$ cat src/rv_exec_pkg.sv
`default_nettype none

package rv_exec_pkg;

    typedef logic [31:0] word_t;
    typedef logic [4:0]  reg_idx_t;
    typedef logic [3:0]  alu_op_t;
    typedef logic [2:0]  br_cond_t;
    typedef logic        op1_src_t;
    typedef logic        op2_src_t;
    typedef logic [1:0]  bypass_t;

    // ####################################################################
    // alu operations. shifts take the low five bits of operand 2.
    // ####################################################################
    localparam alu_op_t ALU_ADD  = 4'd0;
    localparam alu_op_t ALU_SUB  = 4'd1;
    localparam alu_op_t ALU_AND  = 4'd2;
    localparam alu_op_t ALU_OR   = 4'd3;
    localparam alu_op_t ALU_XOR  = 4'd4;
    localparam alu_op_t ALU_SLT  = 4'd5;
    localparam alu_op_t ALU_SLTU = 4'd6;
    localparam alu_op_t ALU_SLL  = 4'd7;
    localparam alu_op_t ALU_SRL  = 4'd8;

    localparam br_cond_t BR_NONE = 3'd0;
    localparam br_cond_t BR_EQ   = 3'd1;
    localparam br_cond_t BR_NE   = 3'd2;
    localparam br_cond_t BR_LT   = 3'd3; // signed compare.
    localparam br_cond_t BR_JAL  = 3'd4;
    localparam br_cond_t BR_JALR = 3'd5;

    localparam op1_src_t OP1_REG = 1'b0;
    localparam op1_src_t OP1_PC  = 1'b1;
    localparam op2_src_t OP2_REG = 1'b0;
    localparam op2_src_t OP2_IMM = 1'b1;

    localparam bypass_t BP_NONE = 2'd0; // register file data.
    localparam bypass_t BP_ALU  = 2'd1; // alu stage result register.
    localparam bypass_t BP_WB   = 2'd2; // writeback register.

endpackage

`default_nettype wire
$ cat src/rv_pipe_if.sv
`timescale 1ns/1ps
`default_nettype none

// issue stage to operand stage.
interface rv_issue_if
#(
    parameter int P_PC_BITS = 32
);
    logic                   valid;
    logic [P_PC_BITS-1:0]   pc;
    rv_exec_pkg::alu_op_t   op;
    rv_exec_pkg::br_cond_t  cond;
    rv_exec_pkg::op1_src_t  op1_src;
    rv_exec_pkg::op2_src_t  op2_src;
    rv_exec_pkg::reg_idx_t  rd;
    logic                   reg_write;
    rv_exec_pkg::word_t     imm;
    rv_exec_pkg::word_t     reg1_data;
    rv_exec_pkg::word_t     reg2_data;
    rv_exec_pkg::bypass_t   bp1;
    rv_exec_pkg::bypass_t   bp2;

    modport issue (output valid, pc, op, cond, op1_src, op2_src, rd, reg_write, imm,
                   reg1_data, reg2_data, bp1, bp2);
    modport operand (input valid, pc, op, cond, op1_src, op2_src, rd, reg_write, imm,
                     reg1_data, reg2_data, bp1, bp2);
endinterface

// operand stage to alu stage.
interface rv_exec_if
#(
    parameter int P_PC_BITS = 32
);
    logic                   valid;
    logic [P_PC_BITS-1:0]   pc;
    rv_exec_pkg::alu_op_t   op;
    rv_exec_pkg::br_cond_t  cond;
    rv_exec_pkg::reg_idx_t  rd;
    logic                   reg_write;
    rv_exec_pkg::word_t     op1;
    rv_exec_pkg::word_t     op2;
    rv_exec_pkg::word_t     cmp1;    // bypassed rs1 value for the branch compare.
    rv_exec_pkg::word_t     cmp2;
    logic [P_PC_BITS-1:0]   target_base;
    logic [P_PC_BITS-1:0]   target_offset;

    modport operand (output valid, pc, op, cond, rd, reg_write, op1, op2, cmp1, cmp2,
                     target_base, target_offset);
    modport alu (input valid, pc, op, cond, rd, reg_write, op1, op2, cmp1, cmp2,
                 target_base, target_offset);
endinterface

`default_nettype wire

$ cat src/rv_exec_top.sv
`timescale 1ns/1ps
`default_nettype none

module rv_exec_top
#(
    parameter int P_PC_BITS = 32
)
(
    input  wire                         i_clk,
    input  wire                         i_rst,
    input  wire                         i_flush,
    input  wire                         i_valid,
    input  wire rv_exec_pkg::alu_op_t   i_op,
    input  wire rv_exec_pkg::br_cond_t  i_cond,
    input  wire rv_exec_pkg::op1_src_t  i_op1_src,
    input  wire rv_exec_pkg::op2_src_t  i_op2_src,
    input  wire rv_exec_pkg::reg_idx_t  i_rs1,
    input  wire rv_exec_pkg::reg_idx_t  i_rs2,
    input  wire rv_exec_pkg::reg_idx_t  i_rd,
    input  wire                         i_reg_write,
    input  wire rv_exec_pkg::word_t     i_imm,
    input  wire [P_PC_BITS-1:0]         i_pc,
    output wire                         o_valid,
    output wire rv_exec_pkg::reg_idx_t  o_rd,
    output wire rv_exec_pkg::word_t     o_result,
    output wire                         o_redirect,
    output wire [P_PC_BITS-1:0]         o_target
);

    wire rv_exec_pkg::reg_idx_t rs1_idx, rs2_idx;
    wire rv_exec_pkg::word_t    rs1_data, rs2_data;
    wire                        wb_en;
    wire rv_exec_pkg::reg_idx_t wb_rd;
    wire rv_exec_pkg::word_t    wb_data;
    wire                        opnd_fwd_valid;    // operand stage holds a register write.
    wire rv_exec_pkg::reg_idx_t opnd_fwd_rd;
    wire                        alu_fwd_valid;

    rv_issue_if #(.P_PC_BITS(P_PC_BITS)) issue_bus ();
    rv_exec_if  #(.P_PC_BITS(P_PC_BITS)) exec_bus ();

    rv_regfile rv_regfile_i
    (
        .i_clk(i_clk), .i_rst(i_rst),
        .i_rd_idx1(rs1_idx), .i_rd_idx2(rs2_idx),
        .o_rd_data1(rs1_data), .o_rd_data2(rs2_data),
        .i_wr_en(wb_en), .i_wr_idx(wb_rd), .i_wr_data(wb_data)
    );

    rv_issue #(.P_PC_BITS(P_PC_BITS)) rv_issue_i
    (
        .i_clk(i_clk), .i_rst(i_rst), .i_flush(i_flush),
        .i_valid(i_valid), .i_op(i_op), .i_cond(i_cond),
        .i_op1_src(i_op1_src), .i_op2_src(i_op2_src),
        .i_rs1(i_rs1), .i_rs2(i_rs2), .i_rd(i_rd), .i_reg_write(i_reg_write),
        .i_imm(i_imm), .i_pc(i_pc),
        .o_rs1(rs1_idx), .o_rs2(rs2_idx), .i_rs1_data(rs1_data), .i_rs2_data(rs2_data),
        .i_fwd_alu_valid(opnd_fwd_valid), .i_fwd_alu_rd(opnd_fwd_rd),
        .i_fwd_wb_valid(alu_fwd_valid), .i_fwd_wb_rd(o_rd),
        .o_issue(issue_bus)
    );

    rv_operand_stage #(.P_PC_BITS(P_PC_BITS)) rv_operand_stage_i
    (
        .i_clk(i_clk), .i_rst(i_rst), .i_flush(i_flush),
        .i_issue(issue_bus),
        .i_alu_data(o_result), .i_wb_data(wb_data),
        .o_fwd_valid(opnd_fwd_valid), .o_fwd_rd(opnd_fwd_rd),
        .o_exec(exec_bus)
    );

    rv_alu_stage #(.P_PC_BITS(P_PC_BITS)) rv_alu_stage_i
    (
        .i_clk(i_clk), .i_rst(i_rst),
        .i_exec(exec_bus),
        .o_valid(o_valid), .o_rd(o_rd), .o_result(o_result),
        .o_redirect(o_redirect), .o_target(o_target),
        .o_wb_en(wb_en), .o_wb_rd(wb_rd), .o_wb_data(wb_data),
        .o_alu_fwd_valid(alu_fwd_valid)
    );

endmodule

`default_nettype wire

$ cat src/rv_alu_stage.sv
`timescale 1ns/1ps
`default_nettype none

module rv_alu_stage
#(
    parameter int P_PC_BITS = 32
)
(
    input  wire                         i_clk,
    input  wire                         i_rst,
    rv_exec_if.alu                      i_exec,
    output logic                        o_valid,
    output rv_exec_pkg::reg_idx_t       o_rd,
    output rv_exec_pkg::word_t          o_result,
    output logic                        o_redirect,
    output logic [P_PC_BITS-1:0]        o_target,
    output logic                        o_wb_en,
    output rv_exec_pkg::reg_idx_t       o_wb_rd,
    output rv_exec_pkg::word_t          o_wb_data,
    output logic                        o_alu_fwd_valid
);

    rv_exec_pkg::word_t     alu_out;
    rv_exec_pkg::word_t     result;
    logic [4:0]             shamt;
    logic                   is_jump;
    logic                   taken;
    logic [P_PC_BITS-1:0]   target_sum;
    logic [P_PC_BITS-1:0]   target;
    logic                   reg_write_q;

    // ####################################################################
    // alu and branch compare.
    // ####################################################################
    assign shamt = i_exec.op2[4:0];

    always_comb
    begin
        case (i_exec.op)
            rv_exec_pkg::ALU_ADD:  alu_out = i_exec.op1 + i_exec.op2;
            rv_exec_pkg::ALU_SUB:  alu_out = i_exec.op1 - i_exec.op2;
            rv_exec_pkg::ALU_AND:  alu_out = i_exec.op1 & i_exec.op2;
            rv_exec_pkg::ALU_OR:   alu_out = i_exec.op1 | i_exec.op2;
            rv_exec_pkg::ALU_XOR:  alu_out = i_exec.op1 ^ i_exec.op2;
            rv_exec_pkg::ALU_SLT:  alu_out = {31'd0, $signed(i_exec.op1) < $signed(i_exec.op2)};
            rv_exec_pkg::ALU_SLTU: alu_out = {31'd0, i_exec.op1 < i_exec.op2};
            rv_exec_pkg::ALU_SLL:  alu_out = i_exec.op1 << shamt;
            rv_exec_pkg::ALU_SRL:  alu_out = i_exec.op1 >> shamt;
            default:               alu_out = '0;
        endcase
    end

    always_comb
    begin
        case (i_exec.cond)
            rv_exec_pkg::BR_NONE: taken = 1'b0;
            rv_exec_pkg::BR_EQ:   taken = (i_exec.cmp1 == i_exec.cmp2);
            rv_exec_pkg::BR_NE:   taken = (i_exec.cmp1 != i_exec.cmp2);
            rv_exec_pkg::BR_LT:   taken = ($signed(i_exec.cmp1) < $signed(i_exec.cmp2));
            rv_exec_pkg::BR_JAL,
            rv_exec_pkg::BR_JALR: taken = 1'b1;
            default:              taken = 1'b0;
        endcase
    end

    assign is_jump = (i_exec.cond == rv_exec_pkg::BR_JAL) || (i_exec.cond == rv_exec_pkg::BR_JALR);
    assign result  = is_jump ? rv_exec_pkg::word_t'(i_exec.pc) + 32'd4 : alu_out; // return address.

    assign target_sum = i_exec.target_base + i_exec.target_offset;
    assign target     = (i_exec.cond == rv_exec_pkg::BR_JALR) ? {target_sum[P_PC_BITS-1:1], 1'b0}
                                                               : target_sum;

    // ####################################################################
    // alu register and writeback register.
    // ####################################################################
    always_ff @(posedge i_clk)
    begin
        if (i_rst)
        begin
            o_valid    <= 1'b0;
            o_redirect <= 1'b0;
        end
        else
        begin
            o_valid    <= i_exec.valid;
            o_redirect <= i_exec.valid & taken;
        end
    end

    always_ff @(posedge i_clk)
    begin
        o_rd        <= i_exec.rd;
        o_result    <= result;
        o_target    <= target;
        reg_write_q <= i_exec.reg_write;
    end

    assign o_alu_fwd_valid = o_valid & reg_write_q;

    always_ff @(posedge i_clk)
    begin
        if (i_rst)
            o_wb_en <= 1'b0;
        else
            o_wb_en <= o_alu_fwd_valid;
    end

    always_ff @(posedge i_clk)
    begin
        o_wb_rd   <= o_rd;
        o_wb_data <= o_result;
    end

endmodule

`default_nettype wire

$ cat src/rv_operand_stage.sv
`timescale 1ns/1ps
`default_nettype none

module rv_operand_stage
#(
    parameter int P_PC_BITS = 32
)
(
    input  wire                         i_clk,
    input  wire                         i_rst,
    input  wire                         i_flush,
    rv_issue_if.operand                 i_issue,
    input  wire rv_exec_pkg::word_t     i_alu_data,
    input  wire rv_exec_pkg::word_t     i_wb_data,
    output logic                        o_fwd_valid,
    output rv_exec_pkg::reg_idx_t       o_fwd_rd,
    rv_exec_if.operand                  o_exec
);

    logic                   valid;
    logic [P_PC_BITS-1:0]   pc;
    rv_exec_pkg::alu_op_t   op;
    rv_exec_pkg::br_cond_t  cond;
    rv_exec_pkg::op1_src_t  op1_src;
    rv_exec_pkg::op2_src_t  op2_src;
    rv_exec_pkg::reg_idx_t  rd;
    logic                   reg_write;
    rv_exec_pkg::word_t     imm;
    rv_exec_pkg::word_t     reg1_data, reg2_data;
    rv_exec_pkg::bypass_t   bp1, bp2;
    rv_exec_pkg::word_t     src1, src2;

    always_ff @(posedge i_clk)
    begin
        if (i_rst || i_flush)
            valid <= 1'b0;
        else
            valid <= i_issue.valid;
    end

    always_ff @(posedge i_clk)
    begin
        pc        <= i_issue.pc;
        op        <= i_issue.op;
        cond      <= i_issue.cond;
        op1_src   <= i_issue.op1_src;
        op2_src   <= i_issue.op2_src;
        rd        <= i_issue.rd;
        reg_write <= i_issue.reg_write;
        imm       <= i_issue.imm;
        reg1_data <= i_issue.reg1_data;
        reg2_data <= i_issue.reg2_data;
        bp1       <= i_issue.bp1;
        bp2       <= i_issue.bp2;
    end

    function automatic rv_exec_pkg::word_t fwd_mux(input rv_exec_pkg::bypass_t bp,
                                                   input rv_exec_pkg::word_t reg_data);
        return (bp == rv_exec_pkg::BP_ALU) ? i_alu_data :
               (bp == rv_exec_pkg::BP_WB)  ? i_wb_data :
               reg_data;
    endfunction

    always_comb
    begin
        src1 = fwd_mux(bp1, reg1_data);
        src2 = fwd_mux(bp2, reg2_data);
    end

    assign o_exec.valid     = valid;
    assign o_exec.pc        = pc;
    assign o_exec.op        = op;
    assign o_exec.cond      = cond;
    assign o_exec.rd        = rd;
    assign o_exec.reg_write = reg_write;
    assign o_exec.op1       = (op1_src == rv_exec_pkg::OP1_PC) ? rv_exec_pkg::word_t'(pc) : src1;
    assign o_exec.op2       = (op2_src == rv_exec_pkg::OP2_IMM) ? imm : src2;
    assign o_exec.cmp1      = src1;
    assign o_exec.cmp2      = src2;

    // jalr adds to the forwarded rs1, every other target is pc relative.
    assign o_exec.target_base   = (cond == rv_exec_pkg::BR_JALR) ? src1[P_PC_BITS-1:0] : pc;
    assign o_exec.target_offset = imm[P_PC_BITS-1:0];

    assign o_fwd_valid = valid & reg_write;
    assign o_fwd_rd    = rd;

endmodule

`default_nettype wire

$ cat src/rv_issue.sv
`timescale 1ns/1ps
`default_nettype none

module rv_issue
#(
    parameter int P_PC_BITS = 32
)
(
    input  wire                         i_clk,
    input  wire                         i_rst,
    input  wire                         i_flush,
    input  wire                         i_valid,
    input  wire rv_exec_pkg::alu_op_t   i_op,
    input  wire rv_exec_pkg::br_cond_t  i_cond,
    input  wire rv_exec_pkg::op1_src_t  i_op1_src,
    input  wire rv_exec_pkg::op2_src_t  i_op2_src,
    input  wire rv_exec_pkg::reg_idx_t  i_rs1,
    input  wire rv_exec_pkg::reg_idx_t  i_rs2,
    input  wire rv_exec_pkg::reg_idx_t  i_rd,
    input  wire                         i_reg_write,
    input  wire rv_exec_pkg::word_t     i_imm,
    input  wire [P_PC_BITS-1:0]         i_pc,
    output rv_exec_pkg::reg_idx_t       o_rs1,
    output rv_exec_pkg::reg_idx_t       o_rs2,
    input  wire rv_exec_pkg::word_t     i_rs1_data,
    input  wire rv_exec_pkg::word_t     i_rs2_data,
    input  wire                         i_fwd_alu_valid,
    input  wire rv_exec_pkg::reg_idx_t  i_fwd_alu_rd,
    input  wire                         i_fwd_wb_valid,
    input  wire rv_exec_pkg::reg_idx_t  i_fwd_wb_rd,
    rv_issue_if.issue                   o_issue
);

    always_ff @(posedge i_clk)
    begin
        if (i_rst || i_flush)
            o_issue.valid <= 1'b0;
        else
            o_issue.valid <= i_valid;
    end

    always_ff @(posedge i_clk)
    begin
        o_rs1             <= i_rs1;
        o_rs2             <= i_rs2;
        o_issue.pc        <= i_pc;
        o_issue.op        <= i_op;
        o_issue.cond      <= i_cond;
        o_issue.op1_src   <= i_op1_src;
        o_issue.op2_src   <= i_op2_src;
        o_issue.rd        <= i_rd;
        o_issue.reg_write <= i_reg_write;
        o_issue.imm       <= i_imm;
    end

    // ####################################################################
    // bypass decision. the operand stage is the younger producer, so its
    // match is checked first.
    // ####################################################################
    function automatic rv_exec_pkg::bypass_t pick_bypass(input rv_exec_pkg::reg_idx_t rs);
        return (rs == '0)                               ? rv_exec_pkg::BP_NONE :
               (i_fwd_alu_valid && (rs == i_fwd_alu_rd)) ? rv_exec_pkg::BP_ALU :
               (i_fwd_wb_valid && (rs == i_fwd_wb_rd))   ? rv_exec_pkg::BP_WB :
               rv_exec_pkg::BP_NONE;
    endfunction

    always_comb
    begin
        o_issue.bp1       = pick_bypass(o_rs1);
        o_issue.bp2       = pick_bypass(o_rs2);
        o_issue.reg1_data = i_rs1_data;
        o_issue.reg2_data = i_rs2_data;
    end

endmodule

`default_nettype wire

$ cat src/rv_regfile.sv
`timescale 1ns/1ps
`default_nettype none

module rv_regfile
(
    input  wire                         i_clk,
    input  wire                         i_rst,
    input  wire rv_exec_pkg::reg_idx_t  i_rd_idx1,
    input  wire rv_exec_pkg::reg_idx_t  i_rd_idx2,
    output rv_exec_pkg::word_t          o_rd_data1,
    output rv_exec_pkg::word_t          o_rd_data2,
    input  wire                         i_wr_en,
    input  wire rv_exec_pkg::reg_idx_t  i_wr_idx,
    input  wire rv_exec_pkg::word_t     i_wr_data
);

    rv_exec_pkg::word_t regs [1:31]; // x0 has no storage.

    always_ff @(posedge i_clk)
    begin
        if (i_rst)
        begin
            for (int i = 1; i < 32; i++)
            begin
                regs[i] <= '0;
            end
        end
        else if (i_wr_en && (i_wr_idx != '0))
        begin
            regs[i_wr_idx] <= i_wr_data;
        end
    end

    // a write in the same cycle is passed straight to the read port.
    function automatic rv_exec_pkg::word_t read_port(input rv_exec_pkg::reg_idx_t idx);
        return (idx == '0)                       ? '0 :
               (i_wr_en && (i_wr_idx == idx))    ? i_wr_data :
               regs[idx];
    endfunction

    always_comb
    begin
        o_rd_data1 = read_port(i_rd_idx1);
        o_rd_data2 = read_port(i_rd_idx2);
    end

endmodule

`default_nettype wire

$ cat config.mk
export PLATFORM = sky130hd
export DESIGN_NAME = rv_exec_top
export DESIGN_NICKNAME = d
export VERILOG_FILES = /design/src/rv_exec_pkg.sv /design/src/rv_pipe_if.sv /design/src/rv_exec_top.sv /design/src/rv_alu_stage.sv /design/src/rv_operand_stage.sv /design/src/rv_issue.sv /design/src/rv_regfile.sv
export SDC_FILE = /design/constraint.sdc
export NUM_CORES = 2
export LEC_CHECK = 0
export BUFFER_PORTS_ARGS = -buffer_cell sky130_fd_sc_hd__buf_4
export CORE_ASPECT_RATIO = 1.5
export CORE_MARGIN = 1.5
export CORE_UTILIZATION = 40
export DETAILED_ROUTE_END_ITERATION = 6
export GPL_ROUTABILITY_DRIVEN = 0
export RECOVER_POWER = 100
export SKIP_CTS_REPAIR_TIMING = 1
export SYNTH_ARGS = -nofsm -noshare
export SYNTH_HDL_FRONTEND = slang
export SYNTH_SLANG_ARGS = --single-unit
$ cat constraint.sdc
create_clock -name i_clk -period 4.45 [get_ports i_clk]
set_input_delay 0 -clock i_clk [delete_from_list [all_inputs] [get_ports i_clk]]
set_output_delay 0 -clock i_clk [all_outputs]
set_load 0.03 [all_outputs]
### Word level (Yosys, flattened, before mapping)

Memory sizes are Yosys's and may differ from the RTL's. A register that Yosys moved wholly into a read port is not among the register bits.
Cells that the tools add are included.

* bits in registers: 348
* RAM bits: 992
* input port bits: 93
* word-level logic and storage cells: 118
* memories: 1

Memories
* rv_regfile_i.regs: words 31, width 32, rd ports 2, clocked after Yosys merged registers in 2, write ports 31, line rv_regfile.sv:17 `rv_exec_pkg::word_t regs [1:31];`

* add/subtract/negate cells: 4
* order comparisons: 3
* eq/ne operators: 25
* shifts and indexed selects: 2
* multiplexer cells: 24
* bitwise logic cells: 6
* reductions and logical operators: 17

Operator list (count)
* $mux 32: 11
* $pmux 32 s9: 1
* $lt 32x32->1: 3
* $add 32x32->32: 2
* $add 32x3->32 const B: 1
* $and 32x32->32: 1
* $eq 32x32->1: 1
* $ne 32x32->1: 1
* $or 32x32->32: 1
* $reduce_or 32->1: 1
* $shl 32x5->32: 1
* $shr 32x5->32: 1
* $sub 32x32->32: 1
* $xor 32x32->32: 1
* $eq 5x5->1: 6
* $eq 4x3->1 const B: 4
* $logic_not 5->1: 2
* $eq 4x2->1 const B: 2
* $mux 1: 8
* $logic_and 1x1->1: 7
* $eq 3x2->1 const B: 2
* $eq 3x3->1 const B: 2
* $reduce_or 2->1: 3
* $mux 5: 1
* 11 further kinds: 17

### Longest topological paths before layout

* depth after elaboration: 7
* gate-level depth with buffers: 21
* gate-level depth less buffers: 17

### Modules after synthesis

Synthesis repeated with hierarchy kept, for this count alone.

* cell total of the unflattened synthesis: 6407
* area, all modules: 77265.4 um^2

Modules (own cells, without submodules)
* rv_regfile: instances 1, cells an instance 3801, area each 55055.3 um^2, seq. area each 30749.5 um^2
* rv_alu_stage: instances 1, cells an instance 1865, area each 13603.0 um^2, seq. area each 2202.1 um^2
* rv_operand_stage: instances 1, cells an instance 550, area each 6047.0 um^2, seq. area each 2962.8 um^2
* rv_issue: instances 1, cells an instance 191, area each 2560.0 um^2, seq. area each 1801.7 um^2

### Worst setup path before layout

OpenSTA, ideal clock, no wires.

* path type: reg-to-reg
* start: register rv_operand_stage_i.bp2[1]
* end: register rv_alu_stage_i.o_result[24]
* setup time: 138 ps
* arrival: 4357 ps
* required time: 4312 ps
* slack: -45 ps
* stages on the path, launching flop included: 19
* buffers on the path: 5
* cells stage by stage: dfxtp_1 > buf_6 > mux2_2 > or2_2 > nand3_1 > buf_2 > clkbuf_1 > clkbuf_1 > ha_1 > buf_2 > nor4_2 > o31a_2 > a31oi_4 > o32ai_1 > a31oi_1 > a221oi_1 > a21oi_1 > a2111oi_0 > o22ai_1

* cells in the longest elaborated chain, start to end: 7
* elaborated cells on any way between the ends: 14

Ends and longest elaborated chain
* start: declaration: line rv_operand_stage.sv:30 `rv_exec_pkg::bypass_t bp1, bp2;`
* start signal: assignment: line rv_operand_stage.sv:54 `bp2 <= i_issue.bp2;`
* $eq 2x2->1: line rv_operand_stage.sv:60 `(bp == rv_exec_pkg::BP_WB) ? i_wb_data :`
* $mux 32: line rv_operand_stage.sv:60
* $mux 32 (*): line rv_operand_stage.sv:59 `return (bp == rv_exec_pkg::BP_ALU) ? i_alu_data :`
* $mux 32 (*): line rv_operand_stage.sv:77 `assign o_exec.op2 = (op2_src == rv_exec_pkg::OP2_IMM) ? imm : src2;`
* $sub 32x32->32, or another cell as far along: line rv_alu_stage.sv:41 `rv_exec_pkg::ALU_SUB: alu_out = i_exec.op1 - i_exec.op2;`
* $pmux 32 s9 (*): line rv_alu_stage.sv:39 `case (i_exec.op)`
* $mux 32 (*): line rv_alu_stage.sv:67 `assign result = is_jump ? rv_exec_pkg::word_t'(i_exec.pc) + 32'd4 : alu_out;`
* named net rv_alu_stage_i.result[24]: line rv_alu_stage.sv:24 `rv_exec_pkg::word_t result;`
* end signal: assignment: line rv_alu_stage.sv:93 `o_result <= result;`
* end: declaration: line rv_alu_stage.sv:14 `output rv_exec_pkg::word_t o_result,`

Mark *: on every way through the listed nets, which the timed path passes. The rest lies on a longest branch.
A chain may end at the register's enable or synchronous reset.

### Final worst setup path

* start: register rv_operand_stage_i.bp1[1]
* end: register rv_alu_stage_i.o_result[30]

* cells in the longest elaborated chain, start to end: 7
* elaborated cells on any way between the ends: 14

Ends and longest elaborated chain
* start: declaration: line rv_operand_stage.sv:30
* start signal: assignment: line rv_operand_stage.sv:53 `bp1 <= i_issue.bp1;`
* $eq 2x2->1: line rv_operand_stage.sv:60
* $mux 32: line rv_operand_stage.sv:60
* $mux 32 (*): line rv_operand_stage.sv:59
* $mux 32 (*): line rv_operand_stage.sv:76 `assign o_exec.op1 = (op1_src == rv_exec_pkg::OP1_PC) ? rv_exec_pkg::word_t'(pc) : src1;`
* $sub 32x32->32, or another cell as far along: line rv_alu_stage.sv:41
* $pmux 32 s9 (*): line rv_alu_stage.sv:39
* $mux 32 (*): line rv_alu_stage.sv:67
* named net rv_alu_stage_i.result[30]: line rv_alu_stage.sv:24

Marked as above.

==> results <==
- The final cell area excluding filler cells is 91010 µm².
- The initial utilization of the core area, before any placement, comes to 0.4027.
- The leading cell type in the layout, fill and taps excluded is edfxtp_1.
- The post-layout net count is 6870.
- For this run, the number of Yosys warnings is 0.
- TritonCTS built the clock tree.
- The worst vdd rail ir drop is 0.0002670 V.
- Compared with the post-synthesis result, the final layout area differs by 18.75%.
- The horizontal extent of the die is 360.4 µm.
- The number of clock buffers added by TritonCTS is 152.
- The share of the Yosys chip area taken by registers is 0.4921.
- The cell area after technology mapping is 76640 µm².
- The worst max-slew margin expressed relative to the limit is -0.05651.
- The worst hold path belongs to the class in -> reg.
- The number of fill cells is 16756.
- The number of antenna violations at the first check in global routing was 42.
- Counting I/O delays and the setup requirement, the final critical path takes 4.732 ns.
- In the final routed layout, each cell accounts on average for 34.16 µm.
- The via count of the first global-routing pass is 58000.
- The count of maximum capacitance violations is 8.
- In this run the static leakage power is 34.08 nW.
- Static timing analysis puts the maximum clock frequency at 211.3 MHz.
- For flop-to-flop paths, the worst setup slack is -0.28 ns.
- The insertion delay to the later sink of the worst-skew pair is 0.83 ns.
- Row generation in the floorplan step produced 196 rows.
- The part of the total power dissipated in the clock network is 0.358.
- The share of the clock period used by the worst path is 1.063.
- The pin count of the biggest net entering global routing is 81.
- The fraction of met3 tracks used by global routing is 0.1126.
- Of the total power, the share spent switching nets is 0.3080.
- The critical path launch point type is a flip-flop.
- The total core area is 190300 µm².
- For the pin with the worst max-slew slack, the measured transition is 1.585 ns.
- The number of flops mapped to enable cells by yosys is 1024.
- Setup violations remaining at the end of the flow were counted as 9.
- The final core utilization is 0.4782.
- Of all cell types, the one taking the most synthesized area is edfxtp_1.
- The first-pass detailed-route iteration total is 7.
- Dividing the detail-routed via count by the number of cells gives 6.322.
- The maximum clock skew at final layout is 0.03314 ns.
- By startpoint and endpoint, the worst setup path is classified as reg -> reg.
- The initial DRC count is 7555.
- The number of standard cells in the final layout excluding fillers is 9215.
- The overflow left after global routing is 0.
- In the global route stage, overall resource usage came out at 0.3201.
- The kind of end point of the critical path is a flip-flop.
- Counting flops with an async set or reset pin after synthesis yields a share of 0.
- The cell count after synthesis came out at 6021.
- Yosys attributes the largest share of cell area to edfxtp_1 40%, mux4_2 18%, dfxtp_1 9.1%.
- Setup repair after global routing could not meet its margin everywhere.
- The flow ran to the end, but the final reports show violations.
- After detailed routing, the total wire length is 314800 µm.
- After routing, the total negative slack on setup checks comes to -1.343 ns.
- The cell-internal power is 0.02462 W.
- The global routing usage on met1 is 0.3364.
- Once routing completed, OpenROAD measured the worst setup slack at -0.2818 ns.
- Data on the critical path arrives at its endpoint at 5.43 ns.
- Of the cells placed in the final design, the portion with a size suffix greater than 1 is 0.2609.
- The final reports fail on design-rule violations, max-capacitance violations, max-slew violations, negative setup slack.
- The average instance area after synthesis is 12.73 µm².
- For met2 alone, demand over resource in global routing was 0.5178.
- The number of antenna-violating nets in the routed design is 0.
- The count of buffers added on input and output ports is 163.
- After detailed routing, the number of remaining DRC violations is 38.
- The clock passes through at most 4 buffers.
- The data required time at the worst endpoint is 5.15 ns.
- The first-pass GRT wire length is 435700 µm.
- The top cell types in the final layout, fill and taps aside, are 1024 x edfxtp_1, 998 x and2_1, 616 x mux4_2.
- The root buffer cell is clkbuf_16.
- Clock-pin slew was measured on the worst setup and hold paths at 0.07 ns.
- The share of total power in combinational logic is 0.221.
- The final-report hold violation count is 0.
- The highest fanout seen on the critical path is 11.
- The die covers 194300 µm².
- The net load switching power is 0.01096 W.
- Of the total power, registers draw 0.422.
- The H-tree was split into 4 levels.
- Counting flops and latches in the post-synthesis netlist gives 1372.
- The detailed-route via count is 58260.
- The tree built by TritonCTS fans out to 1372 sinks.
- After legalization and detailed placement, the total HPWL measured 202100 µm.
- In this run the count of I/O pins placed on the die edge is 164.
- From bottom edge to top edge, the die measures 539.1 µm.
- The most used flip-flop cell after synthesis is edfxtp_1.
- For this design the ratio of total power to cell area is 390.9 nW/µm².
- The count of final max-slew check failures is 250.
- The share of synthesized area in the top cell type comes to 0.4012.
- The layer carrying the most global-route usage is met2.
- Synthesis instantiated 101 different standard cells from the library.
- The placed instance area is 84220 µm².
- The number of cells after detailed placement is 8740.
-- cell families (layout without fill, tap and decap cells) --
family / Yosys count / after routing / synth area share
other: 1 / 48 / 0.00004893
DFF: 1372 / 1372 / 0.4921
AOI/OAI and AO/OA: 914 / 914 / 0.08077
xor gates and xnor gates: 98 / 98 / 0.01120
muxes: 862 / 862 / 0.2145
and+or+nand+nor: 1939 / 1939 / 0.1389
adders and majority gates: 164 / 164 / 0.02707
buffers and inverters: 671 / 1343 / 0.03543
-- sequential cells by signal, summed over array words and instances, names as in the netlist, 3 cells and up --
| register | count |
|---|---|
| rv_alu_stage_i.o_target | 32 |
| rv_issue_i.o_issue.imm | 32 |
| rv_operand_stage_i.o_exec.rd | 5 |
| rv_regfile_i.regs | 1024 |
| rv_alu_stage_i.o_rd | 5 |
| rv_issue_i.o_rs1 | 5 |
| rv_issue_i.o_issue.op | 4 |
| rv_operand_stage_i.reg1_data | 32 |
| rv_operand_stage_i.o_exec.op | 4 |
| rv_alu_stage_i.o_wb_rd | 5 |
| rv_operand_stage_i.reg2_data | 32 |
| rv_operand_stage_i.o_exec.target_offset | 32 |
| rv_alu_stage_i.o_wb_data | 32 |
| rv_operand_stage_i.o_exec.cond | 3 |
| rv_alu_stage_i.o_result | 32 |
| rv_issue_i.o_rs2 | 5 |
| rv_issue_i.o_issue.rd | 5 |
| rv_issue_i.o_issue.pc | 32 |
| rv_operand_stage_i.o_exec.pc | 32 |
| rv_issue_i.o_issue.cond | 3 |
-- through the flow --
stage          hold slack, ns  power, W  setup slack, ns
2_1_floorplan         0.02772   0.01913          0.01851
3_3_place_gp           0.1059   0.02242          -0.4230
3_5_place_dp           0.1054   0.02249          -0.4140
4_1_cts               -0.7654   0.03511          -0.4381
5_1_grt               0.02731   0.03644          -0.3506
6_report              0.01560   0.03558          -0.2818
-- worst paths after layout --
path                                         from                                                   to  depth (start not counted)
min                                       i_valid                  rv_issue_i.o_issue.valid$_SDFF_PP0_                          3
max          rv_operand_stage_i.bp1[1]$_SDFF_PP0_                  rv_alu_stage_i.o_result[30]$_DFF_P_                         18
min reg2reg    rv_issue_i.o_issue.imm[22]$_DFF_P_  rv_operand_stage_i.o_exec.target_offset[22]$_DFF_P_                          0
max reg2reg  rv_operand_stage_i.bp1[1]$_SDFF_PP0_                  rv_alu_stage_i.o_result[30]$_DFF_P_                         18
-- cells in the mapped netlist (all sizes together), types with 9 or more instances --
library cell / count
xnor2: 53
o22ai: 24
edfxtp: 1024
nand2: 291
a31oi: 37
a21o: 37
a21oi: 166
o211ai: 41
xor2: 45
a22oi: 15
and2: 1002
nor4: 19
o21a: 14
o2111ai: 9
o21ai: 235
a32oi: 10
buf: 141
a211oi: 148
nand3: 59
dfxtp: 348
nand2b: 26
nor2: 306
mux2i: 194
or3: 16
a221oi: 24
and3: 16
or2: 39
o221ai: 48
mux2: 52
or3b: 31
o21bai: 15
clkbuf: 403
a2111oi: 12
mux4: 616
inv: 126
a221o: 9
ha: 161
nor2b: 40
nand4: 21
nor3: 45
-- power by group through the flow --
| stage | Sequential (W) | Clock [W] | Combinational, W |
|---|---|---|---|
| floorplan | 0.0152 | 0 | 0.00390 |
| global placement | 0.0152 | 0 | 0.00721 |
| detailed placement | 0.0152 | 0 | 0.00726 |
| CTS | 0.0150 | 0.0129 | 0.00728 |
| global route | 0.0150 | 0.0133 | 0.00812 |
| finish | 0.0150 | 0.0127 | 0.00786 |
-- critical path, cell delays in order, from the launching register on --
cell and delay, ns:
dfxtp_4 0.42, buf_4 0.19, clkbuf_16 0.18, or3b_1 0.37, o221ai_2 0.15, o21ai_2 0.10
ha_1 0.33, nor2_2 0.14, nand3_1 0.09, buf_4 0.18, nor4_2 0.27, a211oi_1 0.11
buf_4 0.17, a211oi_4 0.94, o22ai_2 0.21, nand2b_4 0.22, and3_1 0.21, a2111oi_2 0.24
a211oi_2 0.08
-- per-layer routing --
layer / up-vias / wire length, µm
met4: 20 / 31620
met5: - / 168
met2: 3810 / 148200
met1: 29056 / 101100
met3: 1488 / 33710
li1: 23886 / -
-- final cells by class --
cell class	count	area, µm²	share of cell area
Antenna cell	16	40.04	0.0004399
Clock buffer	196	4154	0.04564
Clock inverter	69	679.4	0.007465
Inverter	127	481.7	0.005293
Multi-Input combinational cell	4009	37020	0.4067
Sequential cell	1372	37770	0.4150
Tap cell	2475	3097	0.03403
Timing Repair Buffer	951	7771	0.08539
(Power assumes the default switching activity.)
